### src/source/rterm_defs.svh
// termination calibration defines
`ifndef RTERM_DEFS_SVH
`define RTERM_DEFS_SVH

// ----------------------------------------------------------
// bank count
// ----------------------------------------------------------
`define RTERM_NUM_BANKS 2

// ----------------------------------------------------------
// engine timing, in clk_ref_i cycles
// ----------------------------------------------------------
`define RTERM_WAIT_C2C  30   // before each c2c search
`define RTERM_WAIT_LVDS 31   // before each lvds search
`define RTERM_SETTLE    50   // comparator settling per sar step

// ----------------------------------------------------------
// apb register map
// ----------------------------------------------------------
`define RTERM_APB_AW          12
`define RTERM_ADDR_CTRL       12'h000
`define RTERM_ADDR_STATUS     12'h004
`define RTERM_ADDR_BANK_BASE  12'h008   // override reg of bank 0
`define RTERM_BANK_STRIDE     8         // bytes per bank
`define RTERM_OFS_RESULT      4         // result reg, relative to bank base

`endif
### src/source/rterm_pkg.sv
// termination calibration types
`default_nettype none

package rterm_pkg;

   // 4 bit binary trim, 8 is mid scale
   typedef logic [3:0] trim_code_t;

   // thermometer trim for c2c cells, bit n set for code >= n
   typedef logic [15:1] therm_code_t;

   // sar engine states
   typedef enum logic [1:0] {
      CAL_IDLE = 2'd0,
      CAL_WAIT = 2'd1,   // let termination settle before search
      CAL_SAR  = 2'd2    // one bit per settle period
   } cal_state_t;

   // binary to thermometer, code n sets the low n bits
   function automatic therm_code_t therm_encode(input trim_code_t code);
      therm_code_t therm;
      for (int i = 1; i <= 15; i++) begin
         therm[i] = (code >= i);
      end
      return therm;
   endfunction

endpackage

`default_nettype wire

### src/source/rterm_calib_top.sv
// termination calibration top level
`default_nettype none
`include "rterm_defs.svh"

module rterm_calib_top (
   input  logic                                         clk_ref_i,
   input  logic                                         reset_n_i,
   // apb
   input  logic                                         psel_i,
   input  logic                                         penable_i,
   input  logic                                         pwrite_i,
   input  logic [`RTERM_APB_AW-1:0]                     paddr_i,
   input  logic [31:0]                                  pwdata_i,
   output logic [31:0]                                  prdata_o,
   output logic                                         pready_o,
   output logic                                         pslverr_o,
   // comparator macros, two bits per bank
   input  logic [2*`RTERM_NUM_BANKS-1:0]                rtermcal_result_i,
   output rterm_pkg::therm_code_t [`RTERM_NUM_BANKS-1:0] rtermcal_d_iosg_o,
   output rterm_pkg::trim_code_t [`RTERM_NUM_BANKS-1:0]  rtermcal_d_lvds_o,
   output logic [2*`RTERM_NUM_BANKS-1:0]                rtermcal_mode_o,
   // io cells
   output rterm_pkg::therm_code_t [`RTERM_NUM_BANKS-1:0] calib_c2c_cal_t_o,
   output rterm_pkg::trim_code_t [`RTERM_NUM_BANKS-1:0]  calib_lvds_cal_o
);
   import rterm_pkg::*;

   localparam int NB = `RTERM_NUM_BANKS;

   logic [NB-1:0]       calib_en;
   logic [NB-1:0]       calib_done;
   logic [NB-1:0]       c2c_ovr;
   logic [NB-1:0]       lvds_ovr;
   trim_code_t [NB-1:0] c2c_val;
   trim_code_t [NB-1:0] lvds_val;
   trim_code_t [NB-1:0] cal_c2c;    // engine results
   trim_code_t [NB-1:0] cal_lvds;
   trim_code_t [NB-1:0] rb_c2c;     // read-back codes
   trim_code_t [NB-1:0] rb_lvds;

   // ----------------------------------------------------------
   // register block
   // ----------------------------------------------------------
   rterm_apb_regs u_regs (
      .clk_ref_i    (clk_ref_i),
      .reset_n_i    (reset_n_i),
      .psel_i       (psel_i),
      .penable_i    (penable_i),
      .pwrite_i     (pwrite_i),
      .paddr_i      (paddr_i),
      .pwdata_i     (pwdata_i),
      .prdata_o     (prdata_o),
      .pready_o     (pready_o),
      .pslverr_o    (pslverr_o),
      .calib_en_o   (calib_en),
      .calib_done_i (calib_done),
      .c2c_ovr_o    (c2c_ovr),
      .c2c_val_o    (c2c_val),
      .lvds_ovr_o   (lvds_ovr),
      .lvds_val_o   (lvds_val),
      .rb_c2c_i     (rb_c2c),
      .rb_lvds_i    (rb_lvds)
   );

   // ----------------------------------------------------------
   // one engine per bank
   // ----------------------------------------------------------
   for (genvar b = 0; b < NB; b++) begin : g_bank
      rterm_calib u_calib (
         .clk_ref_i         (clk_ref_i),
         .reset_n_i         (reset_n_i),
         .calib_en_i        (calib_en[b]),
         .calib_done_o      (calib_done[b]),
         .cal_c2c_o         (cal_c2c[b]),
         .cal_lvds_o        (cal_lvds[b]),
         .rtermcal_result_i (rtermcal_result_i[2*b +: 2]),
         .rtermcal_d_iosg_o (rtermcal_d_iosg_o[b]),
         .rtermcal_d_lvds_o (rtermcal_d_lvds_o[b]),
         .rtermcal_mode_o   (rtermcal_mode_o[2*b +: 2])
      );
   end

   // ----------------------------------------------------------
   // override, encoding and read-back
   // ----------------------------------------------------------
   rterm_code_dist u_dist (
      .c2c_ovr_i         (c2c_ovr),
      .c2c_val_i         (c2c_val),
      .lvds_ovr_i        (lvds_ovr),
      .lvds_val_i        (lvds_val),
      .cal_c2c_i         (cal_c2c),
      .cal_lvds_i        (cal_lvds),
      .calib_c2c_cal_t_o (calib_c2c_cal_t_o),
      .calib_lvds_cal_o  (calib_lvds_cal_o),
      .rb_c2c_o          (rb_c2c),
      .rb_lvds_o         (rb_lvds)
   );

endmodule

`default_nettype wire

### src/source/rterm_code_dist.sv
// termination code distribution
`default_nettype none
`include "rterm_defs.svh"

module rterm_code_dist (
   // overrides from register block
   input  logic [`RTERM_NUM_BANKS-1:0]                 c2c_ovr_i,
   input  rterm_pkg::trim_code_t [`RTERM_NUM_BANKS-1:0]  c2c_val_i,
   input  logic [`RTERM_NUM_BANKS-1:0]                 lvds_ovr_i,
   input  rterm_pkg::trim_code_t [`RTERM_NUM_BANKS-1:0]  lvds_val_i,
   // calibrated codes from the engines
   input  rterm_pkg::trim_code_t [`RTERM_NUM_BANKS-1:0]  cal_c2c_i,
   input  rterm_pkg::trim_code_t [`RTERM_NUM_BANKS-1:0]  cal_lvds_i,
   // io cells
   output rterm_pkg::therm_code_t [`RTERM_NUM_BANKS-1:0] calib_c2c_cal_t_o,
   output rterm_pkg::trim_code_t [`RTERM_NUM_BANKS-1:0]  calib_lvds_cal_o,
   // read-back to register block
   output rterm_pkg::trim_code_t [`RTERM_NUM_BANKS-1:0]  rb_c2c_o,
   output rterm_pkg::trim_code_t [`RTERM_NUM_BANKS-1:0]  rb_lvds_o
);
   import rterm_pkg::*;

   localparam int NB = `RTERM_NUM_BANKS;

   trim_code_t [NB-1:0] c2c_sel;    // code applied to c2c cells
   trim_code_t [NB-1:0] lvds_sel;   // code applied to lvds cells

   // ----------------------------------------------------------
   // per bank override mux and encoding
   // ----------------------------------------------------------
   always_comb begin
      for (int b = 0; b < NB; b++) begin
         c2c_sel[b]  = c2c_ovr_i[b]  ? c2c_val_i[b]  : cal_c2c_i[b];
         lvds_sel[b] = lvds_ovr_i[b] ? lvds_val_i[b] : cal_lvds_i[b];

         calib_c2c_cal_t_o[b] = therm_encode(c2c_sel[b]);
         calib_lvds_cal_o[b]  = lvds_sel[b];   // lvds cells take binary

         // c2c read-back bypasses the override, lvds does not
         rb_c2c_o[b]  = cal_c2c_i[b];
         rb_lvds_o[b] = lvds_sel[b];
      end
   end

endmodule

`default_nettype wire

### src/source/rterm_calib.sv
// termination sar calibration engine
`default_nettype none
`include "rterm_defs.svh"

module rterm_calib (
   input  logic                   clk_ref_i,
   input  logic                   reset_n_i,
   // register block
   input  logic                   calib_en_i,      // continuous tracking while high
   output logic                   calib_done_o,
   // result codes, override applied downstream
   output rterm_pkg::trim_code_t  cal_c2c_o,
   output rterm_pkg::trim_code_t  cal_lvds_o,
   // comparator macro, asynchronous
   input  logic [1:0]             rtermcal_result_i,  // high means trial code too big
   output rterm_pkg::therm_code_t rtermcal_d_iosg_o,
   output rterm_pkg::trim_code_t  rtermcal_d_lvds_o,
   output logic [1:0]             rtermcal_mode_o     // [0] c2c trim, [1] lvds trim
);
   import rterm_pkg::*;

   localparam int CNT_W = 8;

   cal_state_t       state_r;
   cal_state_t       state_nxt;
   logic             lvds_r;       // 0 c2c search, 1 lvds search
   logic             lvds_nxt;
   trim_code_t       shift_r;      // bit under test
   trim_code_t       shift_nxt;
   trim_code_t       val_r;        // sar trial code
   trim_code_t       val_nxt;
   logic [CNT_W-1:0] cnt_r;        // wait / settle down-counter
   logic             cnt_set;
   logic             sar_done;     // last bit decided this cycle
   logic [1:0]       sync1_r;
   logic [1:0]       sync2_r;
   logic             cmp_keep;     // keep current trial bit
   trim_code_t       cal_c2c_r;
   trim_code_t       cal_lvds_r;
   logic             done_r;
   logic             searching;

   // ----------------------------------------------------------
   // comparator synchronizer, two flops per bit
   // ----------------------------------------------------------
   always_ff @(posedge clk_ref_i or negedge reset_n_i) begin
      if (!reset_n_i) begin
         sync1_r <= 2'b00;
         sync2_r <= 2'b00;
      end else begin
         sync1_r <= rtermcal_result_i;
         sync2_r <= sync1_r;
      end
   end

   // select comparator of the running search, low keeps the bit
   assign cmp_keep = lvds_r ? ~sync2_r[1] : ~sync2_r[0];

   // ----------------------------------------------------------
   // fsm and sar registers
   // ----------------------------------------------------------
   always_ff @(posedge clk_ref_i or negedge reset_n_i) begin
      if (!reset_n_i) begin
         state_r <= CAL_IDLE;
         lvds_r  <= 1'b0;
         shift_r <= '0;
         val_r   <= '0;
      end else begin
         state_r <= state_nxt;
         lvds_r  <= lvds_nxt;
         shift_r <= shift_nxt;
         val_r   <= val_nxt;
      end
   end

   always_comb begin
      state_nxt = state_r;
      lvds_nxt  = lvds_r;
      shift_nxt = shift_r;
      val_nxt   = val_r;
      cnt_set   = 1'b0;
      sar_done  = 1'b0;
      case (state_r)
         CAL_IDLE: begin
            if (calib_en_i) begin
               state_nxt = CAL_WAIT;
               cnt_set   = 1'b1;
               lvds_nxt  = 1'b0;        // always start with c2c
               val_nxt   = 4'b1000;
            end
         end
         CAL_WAIT: begin
            shift_nxt = 4'b1000;        // msb first
            val_nxt   = 4'b1000;
            if (cnt_r == '0) begin
               state_nxt = CAL_SAR;
               cnt_set   = 1'b1;
            end
         end
         CAL_SAR: begin
            if (cnt_r == '0) begin      // settled, decide one bit
               if (shift_r == 4'b0001) begin
                  sar_done = 1'b1;
                  lvds_nxt = ~lvds_r;
                  // an lvds search always follows c2c
                  if (calib_en_i || !lvds_r) begin
                     state_nxt = CAL_WAIT;
                     cnt_set   = 1'b1;
                     val_nxt   = 4'b1000;
                  end else begin
                     state_nxt = CAL_IDLE;
                  end
               end else begin
                  cnt_set   = 1'b1;
                  shift_nxt = {1'b0, shift_r[3:1]};
                  val_nxt   = (val_r & (~shift_r | {4{cmp_keep}})) | shift_nxt;
               end
            end
         end
         default: state_nxt = CAL_IDLE;
      endcase
   end

   // ----------------------------------------------------------
   // wait / settle timer
   // ----------------------------------------------------------
   always_ff @(posedge clk_ref_i or negedge reset_n_i) begin
      if (!reset_n_i) begin
         cnt_r <= '0;
      end else if (cnt_set) begin
         if (state_nxt == CAL_WAIT) begin
            cnt_r <= lvds_nxt ? CNT_W'(`RTERM_WAIT_LVDS) : CNT_W'(`RTERM_WAIT_C2C);
         end else begin
            cnt_r <= CNT_W'(`RTERM_SETTLE);   // next sar step
         end
      end else if (cnt_r != '0) begin
         cnt_r <= cnt_r - 1'b1;
      end
   end

   // ----------------------------------------------------------
   // result registers and done flag
   // ----------------------------------------------------------
   always_ff @(posedge clk_ref_i or negedge reset_n_i) begin
      if (!reset_n_i) begin
         cal_c2c_r  <= 4'b1000;   // mid scale
         cal_lvds_r <= 4'b1000;
      end else if (sar_done) begin
         if (lvds_r) begin
            cal_lvds_r <= {val_r[3:1], cmp_keep};
         end else begin
            cal_c2c_r <= {val_r[3:1], cmp_keep};
         end
      end
   end

   always_ff @(posedge clk_ref_i or negedge reset_n_i) begin
      if (!reset_n_i) begin
         done_r <= 1'b0;
      end else if (state_nxt == CAL_IDLE) begin
         done_r <= 1'b0;
      end else if (sar_done && lvds_r) begin
         done_r <= 1'b1;                // first full c2c + lvds pass
      end
   end

   // ----------------------------------------------------------
   // outputs, trial code while searching, else stored code
   // ----------------------------------------------------------
   assign searching = (state_r != CAL_IDLE);

   assign rtermcal_mode_o   = searching ? {lvds_r, ~lvds_r} : 2'b00;
   assign rtermcal_d_iosg_o = therm_encode((searching && !lvds_r) ? val_r : cal_c2c_r);
   assign rtermcal_d_lvds_o = (searching && lvds_r) ? val_r : cal_lvds_r;

   assign calib_done_o = done_r;
   assign cal_c2c_o    = cal_c2c_r;
   assign cal_lvds_o   = cal_lvds_r;

endmodule

`default_nettype wire

### src/source/rterm_apb_regs.sv
// termination calibration registers
`default_nettype none
`include "rterm_defs.svh"

module rterm_apb_regs (
   input  logic                                       clk_ref_i,
   input  logic                                       reset_n_i,
   // apb slave
   input  logic                                       psel_i,
   input  logic                                       penable_i,
   input  logic                                       pwrite_i,
   input  logic [`RTERM_APB_AW-1:0]                   paddr_i,
   input  logic [31:0]                                pwdata_i,
   output logic [31:0]                                prdata_o,
   output logic                                       pready_o,
   output logic                                       pslverr_o,
   // engines
   output logic [`RTERM_NUM_BANKS-1:0]                calib_en_o,
   input  logic [`RTERM_NUM_BANKS-1:0]                calib_done_i,
   // overrides towards code distribution
   output logic [`RTERM_NUM_BANKS-1:0]                c2c_ovr_o,
   output rterm_pkg::trim_code_t [`RTERM_NUM_BANKS-1:0] c2c_val_o,
   output logic [`RTERM_NUM_BANKS-1:0]                lvds_ovr_o,
   output rterm_pkg::trim_code_t [`RTERM_NUM_BANKS-1:0] lvds_val_o,
   // read-back from code distribution
   input  rterm_pkg::trim_code_t [`RTERM_NUM_BANKS-1:0] rb_c2c_i,
   input  rterm_pkg::trim_code_t [`RTERM_NUM_BANKS-1:0] rb_lvds_i
);
   import rterm_pkg::*;

   localparam int NB = `RTERM_NUM_BANKS;

   logic                wr_en;        // access phase write
   logic                rd_en;
   logic [NB-1:0]       ctrl_r;       // per bank enable
   logic [NB-1:0]       c2c_ovr_r;
   logic [NB-1:0]       lvds_ovr_r;
   trim_code_t [NB-1:0] c2c_val_r;
   trim_code_t [NB-1:0] lvds_val_r;

   // ----------------------------------------------------------
   // address decode helpers
   // ----------------------------------------------------------
   function automatic logic [`RTERM_APB_AW-1:0] ovr_addr(input int bank);
      return `RTERM_APB_AW'(`RTERM_ADDR_BANK_BASE + bank * `RTERM_BANK_STRIDE);
   endfunction

   function automatic logic [`RTERM_APB_AW-1:0] res_addr(input int bank);
      return ovr_addr(bank) + `RTERM_APB_AW'(`RTERM_OFS_RESULT);
   endfunction

   assign wr_en = psel_i & penable_i & pwrite_i;  // no wait states
   assign rd_en = psel_i & ~pwrite_i;

   // ----------------------------------------------------------
   // writable registers
   // ----------------------------------------------------------
   always_ff @(posedge clk_ref_i or negedge reset_n_i) begin
      if (!reset_n_i) begin
         ctrl_r     <= '0;
         c2c_ovr_r  <= '0;
         c2c_val_r  <= '0;
         lvds_ovr_r <= '0;
         lvds_val_r <= '0;
      end else if (wr_en) begin
         if (paddr_i == `RTERM_ADDR_CTRL) begin
            ctrl_r <= pwdata_i[NB-1:0];
         end
         for (int b = 0; b < NB; b++) begin
            if (paddr_i == ovr_addr(b)) begin
               c2c_ovr_r[b]  <= pwdata_i[0];
               c2c_val_r[b]  <= pwdata_i[4:1];
               lvds_ovr_r[b] <= pwdata_i[5];
               lvds_val_r[b] <= pwdata_i[9:6];
            end
         end
         // status, result and unmapped writes dropped
      end
   end

   // ----------------------------------------------------------
   // read mux, valid in setup and access phase
   // ----------------------------------------------------------
   always_comb begin
      prdata_o = '0;                         // unmapped reads 0
      if (rd_en) begin
         if (paddr_i == `RTERM_ADDR_CTRL) begin
            prdata_o[NB-1:0] = ctrl_r;
         end
         if (paddr_i == `RTERM_ADDR_STATUS) begin
            prdata_o[NB-1:0] = calib_done_i;  // done flags
         end
         for (int b = 0; b < NB; b++) begin
            if (paddr_i == ovr_addr(b)) begin
               prdata_o[9:0] = {lvds_val_r[b], lvds_ovr_r[b], c2c_val_r[b], c2c_ovr_r[b]};
            end
            if (paddr_i == res_addr(b)) begin
               prdata_o[7:0] = {rb_lvds_i[b], rb_c2c_i[b]};
            end
         end
      end
   end

   assign calib_en_o = ctrl_r;
   assign c2c_ovr_o  = c2c_ovr_r;
   assign c2c_val_o  = c2c_val_r;
   assign lvds_ovr_o = lvds_ovr_r;
   assign lvds_val_o = lvds_val_r;

   assign pready_o  = 1'b1;   // always ready
   assign pslverr_o = 1'b0;   // never errors

endmodule

`default_nettype wire

### config.mk
export PLATFORM = sky130hd
export DESIGN_NAME = rterm_calib_top
export DESIGN_NICKNAME = d
export VERILOG_FILES = /design/src/source/rterm_pkg.sv /design/src/source/rterm_calib_top.sv /design/src/source/rterm_code_dist.sv /design/src/source/rterm_calib.sv /design/src/source/rterm_apb_regs.sv
export VERILOG_INCLUDE_DIRS = /design/src /design/src/source
export SDC_FILE = /design/constraint.sdc
export NUM_CORES = 1
export LEC_CHECK = 0
export BUFFER_PORTS_ARGS = -buffer_cell sky130_fd_sc_hd__buf_2
export CORE_AREA = 2 2 103 105
export CTS_BUF_LIST = sky130_fd_sc_hd__clkbuf_8
export DETAILED_ROUTE_END_ITERATION = 6
export DIE_AREA = 0 0 105 107
export GPL_TIMING_DRIVEN = 0
export PLACE_DENSITY = 0.81
export SLEW_MARGIN = 15
export SYNTH_ARGS = -nofsm -noshare
export SYNTH_HDL_FRONTEND = slang
export SYNTH_SLANG_ARGS = --single-unit
### constraint.sdc
create_clock -name clk_ref_i -period 2.7 [get_ports clk_ref_i]
set_input_delay 0 -clock clk_ref_i [delete_from_list [all_inputs] [get_ports clk_ref_i]]
set_output_delay 0 -clock clk_ref_i [all_outputs]
set_load 0.01 [all_outputs]
==> summary by stage, run 1 <==
STA
Dividing the final minimum period by the clock period gives 0.965. Measured against its own limit, the worst slew margin works out to 0.332. The actual transition at the worst max-transition pin is between 900 and 1000 ps.

The routed design could run at a clock period as short as roughly 2600 ps. Setup total negative slack on the finished layout was measured at 0 ps. Timing would allow up to between 300 and 400 MHz. The final number of hold-violating endpoints came to 0. On the final layout, the worst hold slack is between 100 and 150 ps. Setup repair after global routing left no endpoint under its margin. The count of endpoints failing setup in the final report is 0.

The worst path meets setup with approximately 95 ps of slack. Clock skew on the completed layout was measured at between 7 and 8 ps. The number of max-slew violations in the final report was 0.

Hold path
The path class of the tightest hold or removal check is primary input to asynchronous set/reset pin.

Critical path
Data on the critical path arrives at its endpoint at approximately 2800 ps. The worst register-to-register path ends at g_bank[0].u_calib.cal_c2c_o[2]. The kind of start point of the critical path is a flop. The flop-to-flop setup slack is between 90 and 100 ps. The critical path capture point type is a flop. The depth of the most critical reg-to-reg path is 8. In this design, the stage delay of the slowest critical-path cell is 520 ps. By startpoint and endpoint, the worst setup path is classified as flop to flop. The signal on the critical path passes through inv_1, ha_1, or4b_4, nand2b_4, buf_6, or4_4, buf_6, mux2_4. The critical-path maximum fanout is 10.

The launch instance of the worst register-to-register path is g_bank[0].u_calib.cnt_r[0]. The required time of the worst setup path is approximately 2900 ps. The most used cell along the critical path is buf_6.

The slowest stage of the critical path belongs to the cell or4b_4.

Yosys
The simple logic cell fraction of the synthesized area is 0.184. The top cell type's share of synthesized area is 0.394. The share of synthesized cell area in full adder, half adder and majority cells is 0.00480. Of all flip-flops after synthesis, the portion carrying an async set or reset was 1.00.

Yosys mapped a number of flops with a built-in enable equal to 0. The sequential area share after synthesis is 0.414. The count of yosys warnings during synthesis is 0. The synthesized design contains 86 register bits. Of the total synthesized cell area, the portion taken by XOR and XNOR cells is 0.0101. The leading register cell type out of synthesis is dfrtp_1.

By area the synthesized netlist is led by dfrtp_1, mux2_2, o21ai_0. The fraction of the mapped netlist area in compound gates came to 0.157. The cell area that synthesis handed to floorplanning was between 0.005 and 0.006 mm^2. The number of library cell types mapped by synthesis is 67.

The multiplexer share of the synthesized area is 0.157. Of all cell types, the one taking the most synthesized area is dfrtp_1. After synthesis, the largest family of logic cells by area is simple AND/OR/NAND/NOR gates. The mean instance size in the synthesized netlist is roughly 9.2 um^2.

After technology mapping, the gate count stands at roughly 560.

Die
The core region is approximately 0.010 mm^2. The die is between 100 and 150 um wide. The die covers 0.0112 mm^2. The initial core utilization is 0.517. The number of top-level pins is 167.

The initialized floorplan defines 37 standard-cell rows. The die is approximately 110 um tall.

Clock tree
The CTS root buffer is clkbuf_8. The later-pin clock latency in the skew report is between 300 and 400 ps. The clock tree from TritonCTS is done.

The count of H-tree levels built during CTS is 3. The longest clock path from root to sink contains 2 buffers. Clock-pin slew was measured on the worst setup and hold paths at approximately 80 ps. Counting the buffers created by CTS gives 9. The count of clock tree sinks is 86.

Global routing
The number of global-route vias before repair is roughly 4,500. The first global-routing pass estimated around 22 mm of wire. The overall fraction of global-route tracks in use is 0.241. The initial antenna violation count is 0.

Entering global routing, the biggest net connects 62 pins. The total overflow left after global routing is 0.

Placement
At the end of routability-driven placement, the weighted congestion stood at 0.961. The count of buffers inserted at the top-level ports is 119. The pre-CTS worst setup slack is around 46 ps. After legalization and detailed placement, the total HPWL measured a little over 10 mm.

The placement-stage cell area is 0.00609 mm^2.

Run status
The run finished with clean final reports.

Detailed routing
The violation count after the first detailed-routing iteration is roughly 330. Once detail routing completed, the nets flagged for antenna violations numbered 0. The overall routed net length is roughly 13 mm. For this block, the via count after detailed routing is 4,828. The wire length per cell after detailed routing is 15.4 um.

For this run, design rule violations remaining after detail routing come to 0. The per-cell via count in the routed design is about 5.5. Before antenna repair, the detailed router went through 5 iterations.

Power
Dividing total power by cell area gives a power density of approximately 540 mW/mm^2. VDD sags by at most 0.000309 V. The leakage power figure is ~3.3 nW.

Layout
The area growth from synthesis to layout is 24.4%. The number of inserted filler cells in the final layout is 825. The design area is approximately 0.0065 mm^2. The total inserted antenna cells is 0.

The final layout contains between 700 and 800 nets. In the final layout, the share of cells above drive strength 1 is 0.325. For this run, the share of the core covered by cells in the final layout is 0.642.

Flow run
The number of max-cap violations is 0.
-- critical path: cells and delay by family, from the launching register on --
kind,cells,cell delay [ps]
mux,1,280
buf+inv,3,390
flops,1,430
simple gates,3,1190
fa+ha+maj,1,190
-- how the worst max path moves through the flow --
stage | slack [ps] | end | startpoint
floorplan | 230 | g_bank[0].u_calib.cal_c2c_o[1] | g_bank[0].u_calib.cnt_r[0]
global placement | 70 | g_bank[0].u_calib.cal_lvds_o[1] | g_bank[0].u_calib.cnt_r[0]
detailed placement | 50 | g_bank[0].u_calib.cal_lvds_o[2] | g_bank[0].u_calib.cnt_r[0]
CTS | 30 | g_bank[0].u_calib.cal_lvds_o[1] | g_bank[0].u_calib.cnt_r[0]
global route | 7 | g_bank[0].u_calib.cal_c2c_o[1] | g_bank[0].u_calib.cnt_r[0]
finish | 100 | g_bank[0].u_calib.cal_c2c_o[2] | g_bank[0].u_calib.cnt_r[0]
-- metal layers --
layer	GRT usage	vias up	share of wire
met4	0.114	0	0.029
met5	0	-	0
met3	0.0462	34	0.072
met1	0.317	2296	0.43
met2	0.387	204	0.47
li1	-	2294	-
-- sequential cells by signal, indices dropped and copies added, names as in the netlist, 8 cells and up --
| register | flops |
|---|---|
| g_bank.u_calib.cal_lvds_o | 8 |
| u_regs.c2c_val_o | 8 |
| u_regs.lvds_val_o | 8 |
| g_bank.u_calib.shift_r | 8 |
| g_bank.u_calib.val_r | 8 |
| g_bank.u_calib.cnt_r | 16 |
| g_bank.u_calib.cal_c2c_o | 8 |
-- cells in the final DEF (no fill, tap or decap), types with 4 or more instances in the layout --
cell and instances:
nor2_1 53, nand2b_1 11, buf_2 119, inv_1 30, clkbuf_8 10, clkbuf_1 16
conb_1 24, o31ai_1 4, buf_4 26, o21a_1 5, o21ai_0 47, a32oi_1 5
nand3_1 7, dlygate4sd3_1 15, dfstp_2 4, dfrtp_1 82, mux2i_1 17, nor3_1 12
a31oi_1 7, xnor2_1 6, mux2_2 48, nor2b_1 10, or2_2 4, or3_1 4
and2_1 6, a21oi_1 32, nand2_1 57
-- logic make-up after synthesis --
kind of cell	Yosys count
compound gates	132
xor+xnor	6
fa+ha+maj	2
buf+inv	71
flops	86
mux	72
other cells	2
simple gates	193
-- final cells by class --
class,instances,area (um^2),share of cell area
multi-input combinational,429,2780,0.429
sequential,86,2160,0.333
timing repair buffer,136,783,0.121
buffer,44,272,0.0419
tap,136,170,0.0262
clock buffer,10,138,0.0212
inverter,27,101,0.0156
clock inverter,6,78.8,0.0122
-- synthesized netlist by cell type, drive strengths merged, types with 7 or more instances --
cell type,n
clkbuf,16
mux2i,19
a31oi,7
nor2,56
inv,27
nand3,7
nor2b,10
nand2,57
a21oi,32
buf,28
dfrtp,82
nand2b,12
nor3,13
mux2,51
o21ai,49
-- per-stage QoR --
step | total power, mW | instances
floorplan | 2.23 | 586
global placement | 2.44 | 841
detailed placement | 2.51 | 842
CTS | 3.50 | 873
global route | 3.71 | 874
finish | 3.51 | 874
-- timing repair --
item                       4_1_cts  5_1_grt
hold endpoints to repair       109        0
gates resized for setup          1        4
hold buffers                    15        0
setup endpoints to repair        7       24
buffers inserted                 0        1
gates cloned                     0        0
-- power by group --
part           total (mW)  internal (mW)  switching [mW]
sequential           1.64           1.45           0.189
clock               0.972          0.537           0.435
combinational       0.900          0.395           0.506
(Power assumes the default switching activity.)
==> run 2: changes to the inputs <==
Settings changed: CORE_AREA 2 2 103 105 to 2 2 104 106, CTS_BUF_LIST sky130_fd_sc_hd__clkbuf_8 to unset, DIE_AREA 0 0 105 107 to 0 0 106 108, PLACE_DENSITY 0.81 to 0.8.
==> run 2 against run 1 <==
Global-route usage decreased by 0.50 points; fmax unchanged; clock-buffer cell count increased by 4; critical endpoint unchanged; highest routed layer unchanged; setup slack about the same; cell area decreased by 0.48%; register-to-register slack about the same; die area increased by 1.9%; first-iteration DRC count increased by 13%.
==> summary by stage, run 2 (synthesized netlist as in run 1, its figures left out) <==
Critical path
The critical path capture point type was a flop (unchanged). The launch instance of the worst register-to-register path is g_bank[0].u_calib.cnt_r[0] (unchanged). The critical setup path kind is flop to flop (unchanged). The most used cell along the critical path is buf_6 (unchanged). The slowest cell on the critical path is or4_4 (was or4b_4). Crit-path cells: inv_1, ha_2, or4b_4, nand2b_4, buf_6, or4_4, buf_6, mux2_4 (was inv_1, ha_1, or4b_4, nand2b_4, buf_6, or4_4, buf_6, mux2_4). The kind of start point of the critical path is a flop (unchanged). The critical-path maximum fanout is 10 (unchanged). The required time of the worst setup path is 2930 ps (was 2940 ps). The depth of the most critical reg-to-reg path is 8 (unchanged). The capture point of the worst reg-to-reg path is g_bank[0].u_calib.cal_c2c_o[2] (unchanged). The maximum single-stage delay on the critical path was 510 ps (was 520 ps). The flop-to-flop setup slack is 100 ps (about the same). The critical path data arrival time was 2840 ps (about the same).

STA
The post-route worst hold slack came to 135 ps (was 129 ps). The final number of hold-violating endpoints is 0 (unchanged). The count of endpoints failing setup in the final report was 0 (unchanged). The fraction of the cycle the final worst path needs is 0.965 (about the same). The actual transition at the worst max-transition pin is 1020 ps (was 989 ps).

The minimum setup slack in the final design is 95.2 ps (about the same). The worst clock skew was 7.78 ps (was 7.59 ps). Setup repair after global routing missed its margin: false (unchanged).

The worst relative slew slack is 0.311 (was 0.332). The maximum operating frequency is 384 MHz (unchanged). The sum of negative setup slack is 0 ps (unchanged).

The number of max-slew violations in the final report came to 0 (unchanged). The time the final worst path needs with I/O delays and setup was 2600 ps (about the same).

Global routing
The number of global-route vias before repair is 4,431 (was 4,496). The global route total overflow is 0 (unchanged). The pin count of the biggest net entering global routing is 58 (was 62). The global-route wire length before repair is 21.7 mm (was 21.9 mm). The overall fraction of global-route tracks in use is 0.236 (was 0.241). The initial antenna violation count is 0 (unchanged).

Power
The total power is 3.32 mW (was 3.51 mW). The worst voltage drop across the vdd grid came to 0.000322 V (was 0.000309 V). The power per cell area is 514 mW/mm^2 (was 541 mW/mm^2). The leakage power figure is 3.29 nW (was 3.31 nW).

Die
The vertical die dimension was 108 um (was 107 um). The die footprint is 0.0114 mm^2 (was 0.0112 mm^2). The initial core utilization came to 0.510 (was 0.517).

The x dimension of the die is 106 um (was 105 um). The number of top-level pins came to 167 (unchanged). The row count is 37 (unchanged). The standard cell core area is 0.0102 mm^2 (was 0.0101 mm^2).

Placement
The pre-CTS worst setup slack was 10.8 ps (was 45.9 ps). The count of buffers inserted at the top-level ports is 119 (unchanged). The routability-driven placement congestion ratio was 0.936 (was 0.961). The placement-stage cell area is 0.00609 mm^2 (unchanged).

The placed instance count was 842 (unchanged). The total half-perimeter wirelength after legalization and detailed placement is 10.4 mm (about the same).

Hold path
The origin of the worst min-delay path is paddr_i[4]. The worst hold path passes through 3 cells. The path with the worst hold slack has its endpoint at u_regs.calib_en_o[1]. The class of the tightest hold or removal check is primary input to flop (was primary input to asynchronous set/reset pin).

Detailed routing
The detailed route wirelength on metal3 came to 875 um (was 966 um). The total vias in the final route came to 4,832 (was 4,828). The overall routed net length is 13.5 mm (about the same). The highest metal layer with signal wires is met4 (unchanged).

The wire length per cell after detailed routing is 15.5 um (was 15.4 um). The post-route antenna net violation count was 0 (unchanged). The number of iterations in the first detailed-routing pass was 5 (unchanged). The violation count after the first detailed-routing iteration is 377 (was 333). The post-route met1 wirelength is 5.94 mm (was 5.80 mm). The final routed DRC violation total is 0 (unchanged). The per-cell via count in the routed design is 5.52 (about the same). The wire length on met2 is 6.39 mm (was 6.35 mm).

Layout
The commonest non-fill, non-tap cell in the layout is buf_2 (unchanged). Most frequent cells in the layout: buf_2, dfrtp_1, nand2_1 (unchanged). The core occupancy in the finished layout is 0.631 (was 0.642). The flip-flop count of the largest register, all copies and words added is 16 (unchanged).

The area of the multi-input gates is 0.00279 mm^2 (was 0.00278 mm^2). The sequential cell area in the final layout is 0.00216 mm^2 (unchanged). The count of nets after finishing is 790 (was 788). The design area is 0.00645 mm^2 (was 0.00648 mm^2). The number of inserted filler cells in the final layout is 853 (was 825). The total inserted antenna cells came to 0 (unchanged). The register with the highest flop count was g_bank.u_calib.cnt_r (unchanged). The layout overhead on the synthesized area is 23.8% (was 24.4%). The post-route non-filler standard cell count was 876 (was 874). The fraction of final layout cells sized beyond drive strength 1 is 0.327 (was 0.325).

Flow run
The number of max-cap violations is 0 (unchanged).

Clock tree
The count of clock tree sinks came to 86 (unchanged). The later-pin clock latency in the skew report came to 340 ps (was 350 ps). The CTS clock-pin slew for the worst setup and hold paths is 80 ps (about the same). The number of clock buffers inserted by TritonCTS is 9 (unchanged). The deepest clock path buffer count is 2 (unchanged). The count of H-tree levels built during CTS was 3 (unchanged). The CTS root buffer is clkbuf_8 (unchanged). The clock tree from TritonCTS is done (unchanged).

Run status
Outcome: finished, final reports clean (unchanged).
## run 2: critical path, delay by kind of cell (launching register included)
kind,cells,cell delay (ps)
simple gates,3,1170
buf+inv,3,400
mux,1,290
flops,1,420
fa+ha+maj,1,210
## run 2: worst max-delay path by stage
stage | from | end | depth (start not counted)
after floorplan | g_bank[0].u_calib.cnt_r[0] | g_bank[0].u_calib.cal_c2c_o[1] | 8
after global placement | g_bank[0].u_calib.cnt_r[0] | g_bank[0].u_calib.cal_lvds_o[1] | 7
after detailed placement | g_bank[0].u_calib.cnt_r[0] | g_bank[0].u_calib.cal_lvds_o[1] | 7
after CTS | g_bank[0].u_calib.cnt_r[0] | g_bank[0].u_calib.cal_c2c_o[2] | 8
after global routing | g_bank[0].u_calib.cnt_r[0] | g_bank[0].u_calib.cal_c2c_o[1] | 8
final | g_bank[0].u_calib.cnt_r[0] | g_bank[0].u_calib.cal_c2c_o[2] | 8
## run 2: cell type report
class	instances	area share
Multi-Input combinational cell	429	0.433
Sequential cell	86	0.334
Timing Repair Buffer	138	0.124
Buffer	44	0.0421
Tap cell	136	0.0264
Clock buffer	14	0.0237
Inverter	27	0.0157
Clock inverter	2	0.00155
## run 2: power by group
| group | total, mW | leakage [nW] | switching [mW] | internal [mW] |
|---|---|---|---|---|
| Sequential | 1.63 | 1.13 | 0.180 | 1.45 |
| Combinational | 0.908 | 2.08 | 0.502 | 0.406 |
| Clock | 0.783 | 0.0844 | 0.424 | 0.359 |
| Total | 3.32 | 3.29 | 1.11 | 2.21 |
## run 2: what timing repair did
item / CTS / global route
hold endpoints to repair: 109 / 0
endpoints found under the setup margin: 11 / 18
setup buffers: 0 / 3
hold buffers: 15 / 0
resized for setup: 2 / 5
## run 2: layer usage
| layer | up-vias | GRT usage |
|---|---|---|
| met5 | - | 0 |
| met4 | 0 | 0.0921 |
| met3 | 27 | 0.0452 |
| met2 | 209 | 0.382 |
| met1 | 2302 | 0.317 |
| li1 | 2294 | - |
==> run 3: changes to the inputs <==
Settings changed: ABC_AREA set to 1, CORE_AREA 2 2 104 106 to 2 2 103 105, CTS_CLUSTER_DIAMETER set to 150, DIE_AREA 0 0 106 108 to 0 0 105 107.
==> run 3 against run 2 <==
Clock-buffer cell count is 3 lower; sequential cell count stayed put; synthesized cell count is 28% higher; largest cell class unchanged.
==> summary by stage, run 3 <==
Critical path
The critical path data arrival time is 2110 ps (was 2840 ps). The launching element of the worst setup path is g_bank[1].u_calib.state_r[1] (was g_bank[0].u_calib.cnt_r[0]). The critical path capture point type is a primary output (was flop). The capture point of the worst reg-to-reg path is g_bank[0].u_calib.cal_lvds_o[1] (was g_bank[0].u_calib.cal_c2c_o[2]). The critical-path maximum fanout is 6 (was 10). The required time of the worst setup path is 2700 ps (was 2930 ps). The kind of start point of the critical path is a flop (unchanged).

The flop-to-flop setup slack is 770 ps (was 100 ps). The launch instance of the worst register-to-register path is g_bank[0].u_calib.cnt_r[0] (unchanged). The timing endpoint of the critical path is rtermcal_d_iosg_o[21] (was g_bank[0].u_calib.cal_c2c_o[2]). The depth of the most critical reg-to-reg path is 7 (was 8). The critical setup path kind is flop to primary output (was flop to flop).

Layout
The commonest non-fill, non-tap cell in the layout is nand2_1 (was buf_2). The layout overhead on the synthesized area came to 24.3% (was 23.8%). The design area came to 0.00642 mm^2 (was 0.00645 mm^2). The number of inserted filler cells in the final layout is 956 (was 853). The fraction of final layout cells sized beyond drive strength 1 was 0.219 (was 0.327). The post-route non-filler standard cell count came to 1,032 (was 876). The count of nets after finishing is 947 (was 790).

The total inserted antenna cells was 0 (unchanged). The flip-flop count of the largest register, all copies and words added came to 16 (unchanged). Most frequent cells in the layout: nand2_1, buf_2, inv_1 (was buf_2, dfrtp_1, nand2_1). The register with the highest flop count is g_bank.u_calib.cnt_r (unchanged).

STA
The maximum operating frequency was 474 MHz (was 384 MHz). The actual transition at the worst max-transition pin is 536 ps (was 1020 ps). The worst clock skew was 11.3 ps (was 7.78 ps). The count of endpoints failing setup in the final report is 0 (unchanged). Setup repair after global routing missed its margin: false (unchanged). The number of max-slew violations in the final report was 0 (unchanged). The final number of hold-violating endpoints came to 0 (unchanged). The worst relative slew slack was 0.641 (was 0.311). The time the final worst path needs with I/O delays and setup is 2110 ps (was 2600 ps). The sum of negative setup slack is 0 ps (unchanged).

The fraction of the cycle the final worst path needs came to 0.782 (was 0.965).

Die
The x dimension of the die was 105 um (was 106 um). The number of top-level pins is 167 (unchanged). The die footprint came to 0.0112 mm^2 (was 0.0114 mm^2). The vertical die dimension came to 107 um (was 108 um). The standard cell core area is 0.0101 mm^2 (was 0.0102 mm^2). The initial core utilization came to 0.512 (was 0.510). The row count was 37 (unchanged).

Yosys
The cell area after technology mapping is 0.00517 mm^2 (was 0.00521 mm^2). The mean instance size in the synthesized netlist is 7.15 um^2 (was 9.24 um^2). The share of async-settable or async-resettable flops after synthesis was 1.00 (unchanged). The leading register cell type out of synthesis is dfrtp_1 (unchanged).

The synthesized instance count came to 723 (was 564). The count of flip-flops with a built-in enable after synthesis is 0 (unchanged). Top cell types by occurrence after synthesis: nand2_1, inv_1, o21ai_0 (was dfrtp_1, nand2_1, nor2_1). The number of synthesized register bits came to 86 (unchanged). The top cell type by total area after synthesis was dfrtp_1 (unchanged).

The number of library cell types mapped by synthesis is 44 (was 67). The count of yosys warnings during synthesis was 0 (unchanged). The sequential area share after synthesis is 0.417 (was 0.414). Most area-consuming cells after synthesis: dfrtp_1, nand2_1, o21ai_0 (was dfrtp_1, mux2_2, o21ai_0).

The most repeated cell in the gate-level netlist after synthesis is nand2_1 (was dfrtp_1). The top cell type's share of synthesized area came to 0.397 (was 0.394).

Clock tree
The count of clock tree sinks is 86 (unchanged). The post-cts gate resize count was 0 (was 2). The later-pin clock latency in the skew report was 370 ps (was 340 ps). The count of H-tree levels built during CTS came to 3 (unchanged).

The clock tree from TritonCTS is done (unchanged). The CTS root buffer is clkbuf_8 (unchanged). The deepest clock path buffer count is 2 (unchanged). The number of clock buffers inserted by TritonCTS is 9 (unchanged). The CTS clock-pin slew for the worst setup and hold paths came to 80 ps (about the same).

Power
The leakage power figure is 3.55 nW (was 3.29 nW). The power per cell area came to 521 mW/mm^2 (was 514 mW/mm^2). The worst voltage drop across the vdd grid came to 0.000400 V (was 0.000322 V).

Flow run
The number of max-cap violations is 0 (unchanged).

Placement
The placed instance count is 1,002 (was 842). The count of buffers inserted at the top-level ports was 120 (was 119). The total half-perimeter wirelength after legalization and detailed placement is 9.97 mm (was 10.4 mm). The routability-driven placement congestion ratio is 0.832 (was 0.936).

The placement-stage cell area was 0.00605 mm^2 (was 0.00609 mm^2).

Global routing
The initial antenna violation count came to 0 (unchanged). The number of global-route vias before repair is 4,673 (was 4,431). The global route total overflow is 0 (unchanged).

The global-route wire length before repair came to 21.7 mm (about the same). The overall fraction of global-route tracks in use is 0.241 (was 0.236). The pin count of the biggest net entering global routing is 50 (was 58).

Detailed routing
The post-route antenna net violation count was 0 (unchanged). The number of iterations in the first detailed-routing pass came to 5 (unchanged). The overall routed net length is 13.0 mm (was 13.5 mm).

The violation count after the first detailed-routing iteration came to 242 (was 377). The final routed DRC violation total is 0 (unchanged). The total vias in the final route is 5,124 (was 4,832).

The per-cell via count in the routed design is 4.97 (was 5.52). The wire length per cell after detailed routing was 12.6 um (was 15.5 um).

Run status
Outcome: finished, final reports clean (unchanged).

Hold path
The class of the tightest hold or removal check is primary input to flop (unchanged).
[run 3: cell types whose count changed after synthesis, sizes merged, moves of 9 or more]
cell and delta:
nor2b -10, inv +88, nor2 +17, mux2i -18
o21ai +63, nand2 +115, nand2b -12, nand4 +9
nand3 +24, mux2 -51
[run 3: worst min-delay path by stage]
stage / startpoint / endpoint / cells after the start
floorplan: reset_n_i / g_bank[0].u_calib.cal_c2c_o[0] / 0
global placement: rtermcal_result_i[1] / g_bank[0].u_calib.sync1_r[1] / 1
detailed placement: reset_n_i / g_bank[0].u_calib.cnt_r[4] / 1
CTS: paddr_i[3] / u_regs.calib_en_o[0] / 4
global route: paddr_i[3] / u_regs.calib_en_o[0] / 4
finish: paddr_i[3] / u_regs.calib_en_o[1] / 4
[run 3: critical path: stages (launching register included)]
cell,delay [ps]
dfrtp_1,450
nor2_1,330
nor2_4,80
inv_1,160
nand2_1,70
o21ai_1,170
nand2_1,160
o21ai_0,180
buf_2,150
[run 3: routing by layer]
metal	global-route usage	up-vias	share of wire
met3	0.0334	20	0.054
li1	-	2613	-
met5	0	-	0
met2	0.393	160	0.46
met4	0.106	0	0.024
met1	0.323	2331	0.46
[run 3: report_power, final]
part	switching, mW	leakage [nW]	internal [mW]	total (mW)
Sequential	0.137	1.13	1.45	1.58
Clock	0.449	0.115	0.564	1.01
Combinational	0.435	2.30	0.317	0.752
[run 3: kinds of logic (layout without fill, tap and decap cells)]
family | after synthesis | in the layout | share of synthesized area
AOI/OAI and AO/OA | 175 | 175 | 0.184
and+or+nand+nor | 300 | 300 | 0.252
adders and majority gates | 2 | 2 | 0.00484
other | 2 | 24 | 0.00145
xor gates and xnor gates | 7 | 7 | 0.0119
muxes | 1 | 1 | 0.00194
DFF | 86 | 86 | 0.417
buffers and inverters | 150 | 301 | 0.127
[run 3: through the flow]
step / hold slack [ps] / utilization / power (mW) / setup slack, ps
after floorplan: -296 / - / 2.14 / 1070
after CTS: 66.2 / 0.636 / 3.38 / 557
final: 86.0 / 0.636 / 3.35 / 589
after global routing: 102 / 0.636 / 3.58 / 322
after global placement: 109 / 0.597 / 2.32 / 812
after detailed placement: 12.9 / 0.600 / 2.34 / 767
[run 3: area by class of cell]
| class | count | area, um^2 | area share |
|---|---|---|---|
| Buffer | 35 | 224 | 0.0349 |
| Sequential cell | 86 | 2160 | 0.336 |
| Clock buffer | 11 | 151 | 0.0236 |
| Timing Repair Buffer | 136 | 781 | 0.122 |
| Inverter | 115 | 432 | 0.0672 |
| Clock inverter | 4 | 70.1 | 0.0109 |
| Tap cell | 136 | 170 | 0.0265 |
| Multi-Input combinational cell | 509 | 2440 | 0.380 |
[run 3: what timing repair did]
item                                    in CTS  in global routing
hold buffers                                15                  0
endpoints found under the setup margin       0                  0
setup buffers                                0                  0
hold endpoints to repair                    63                  0
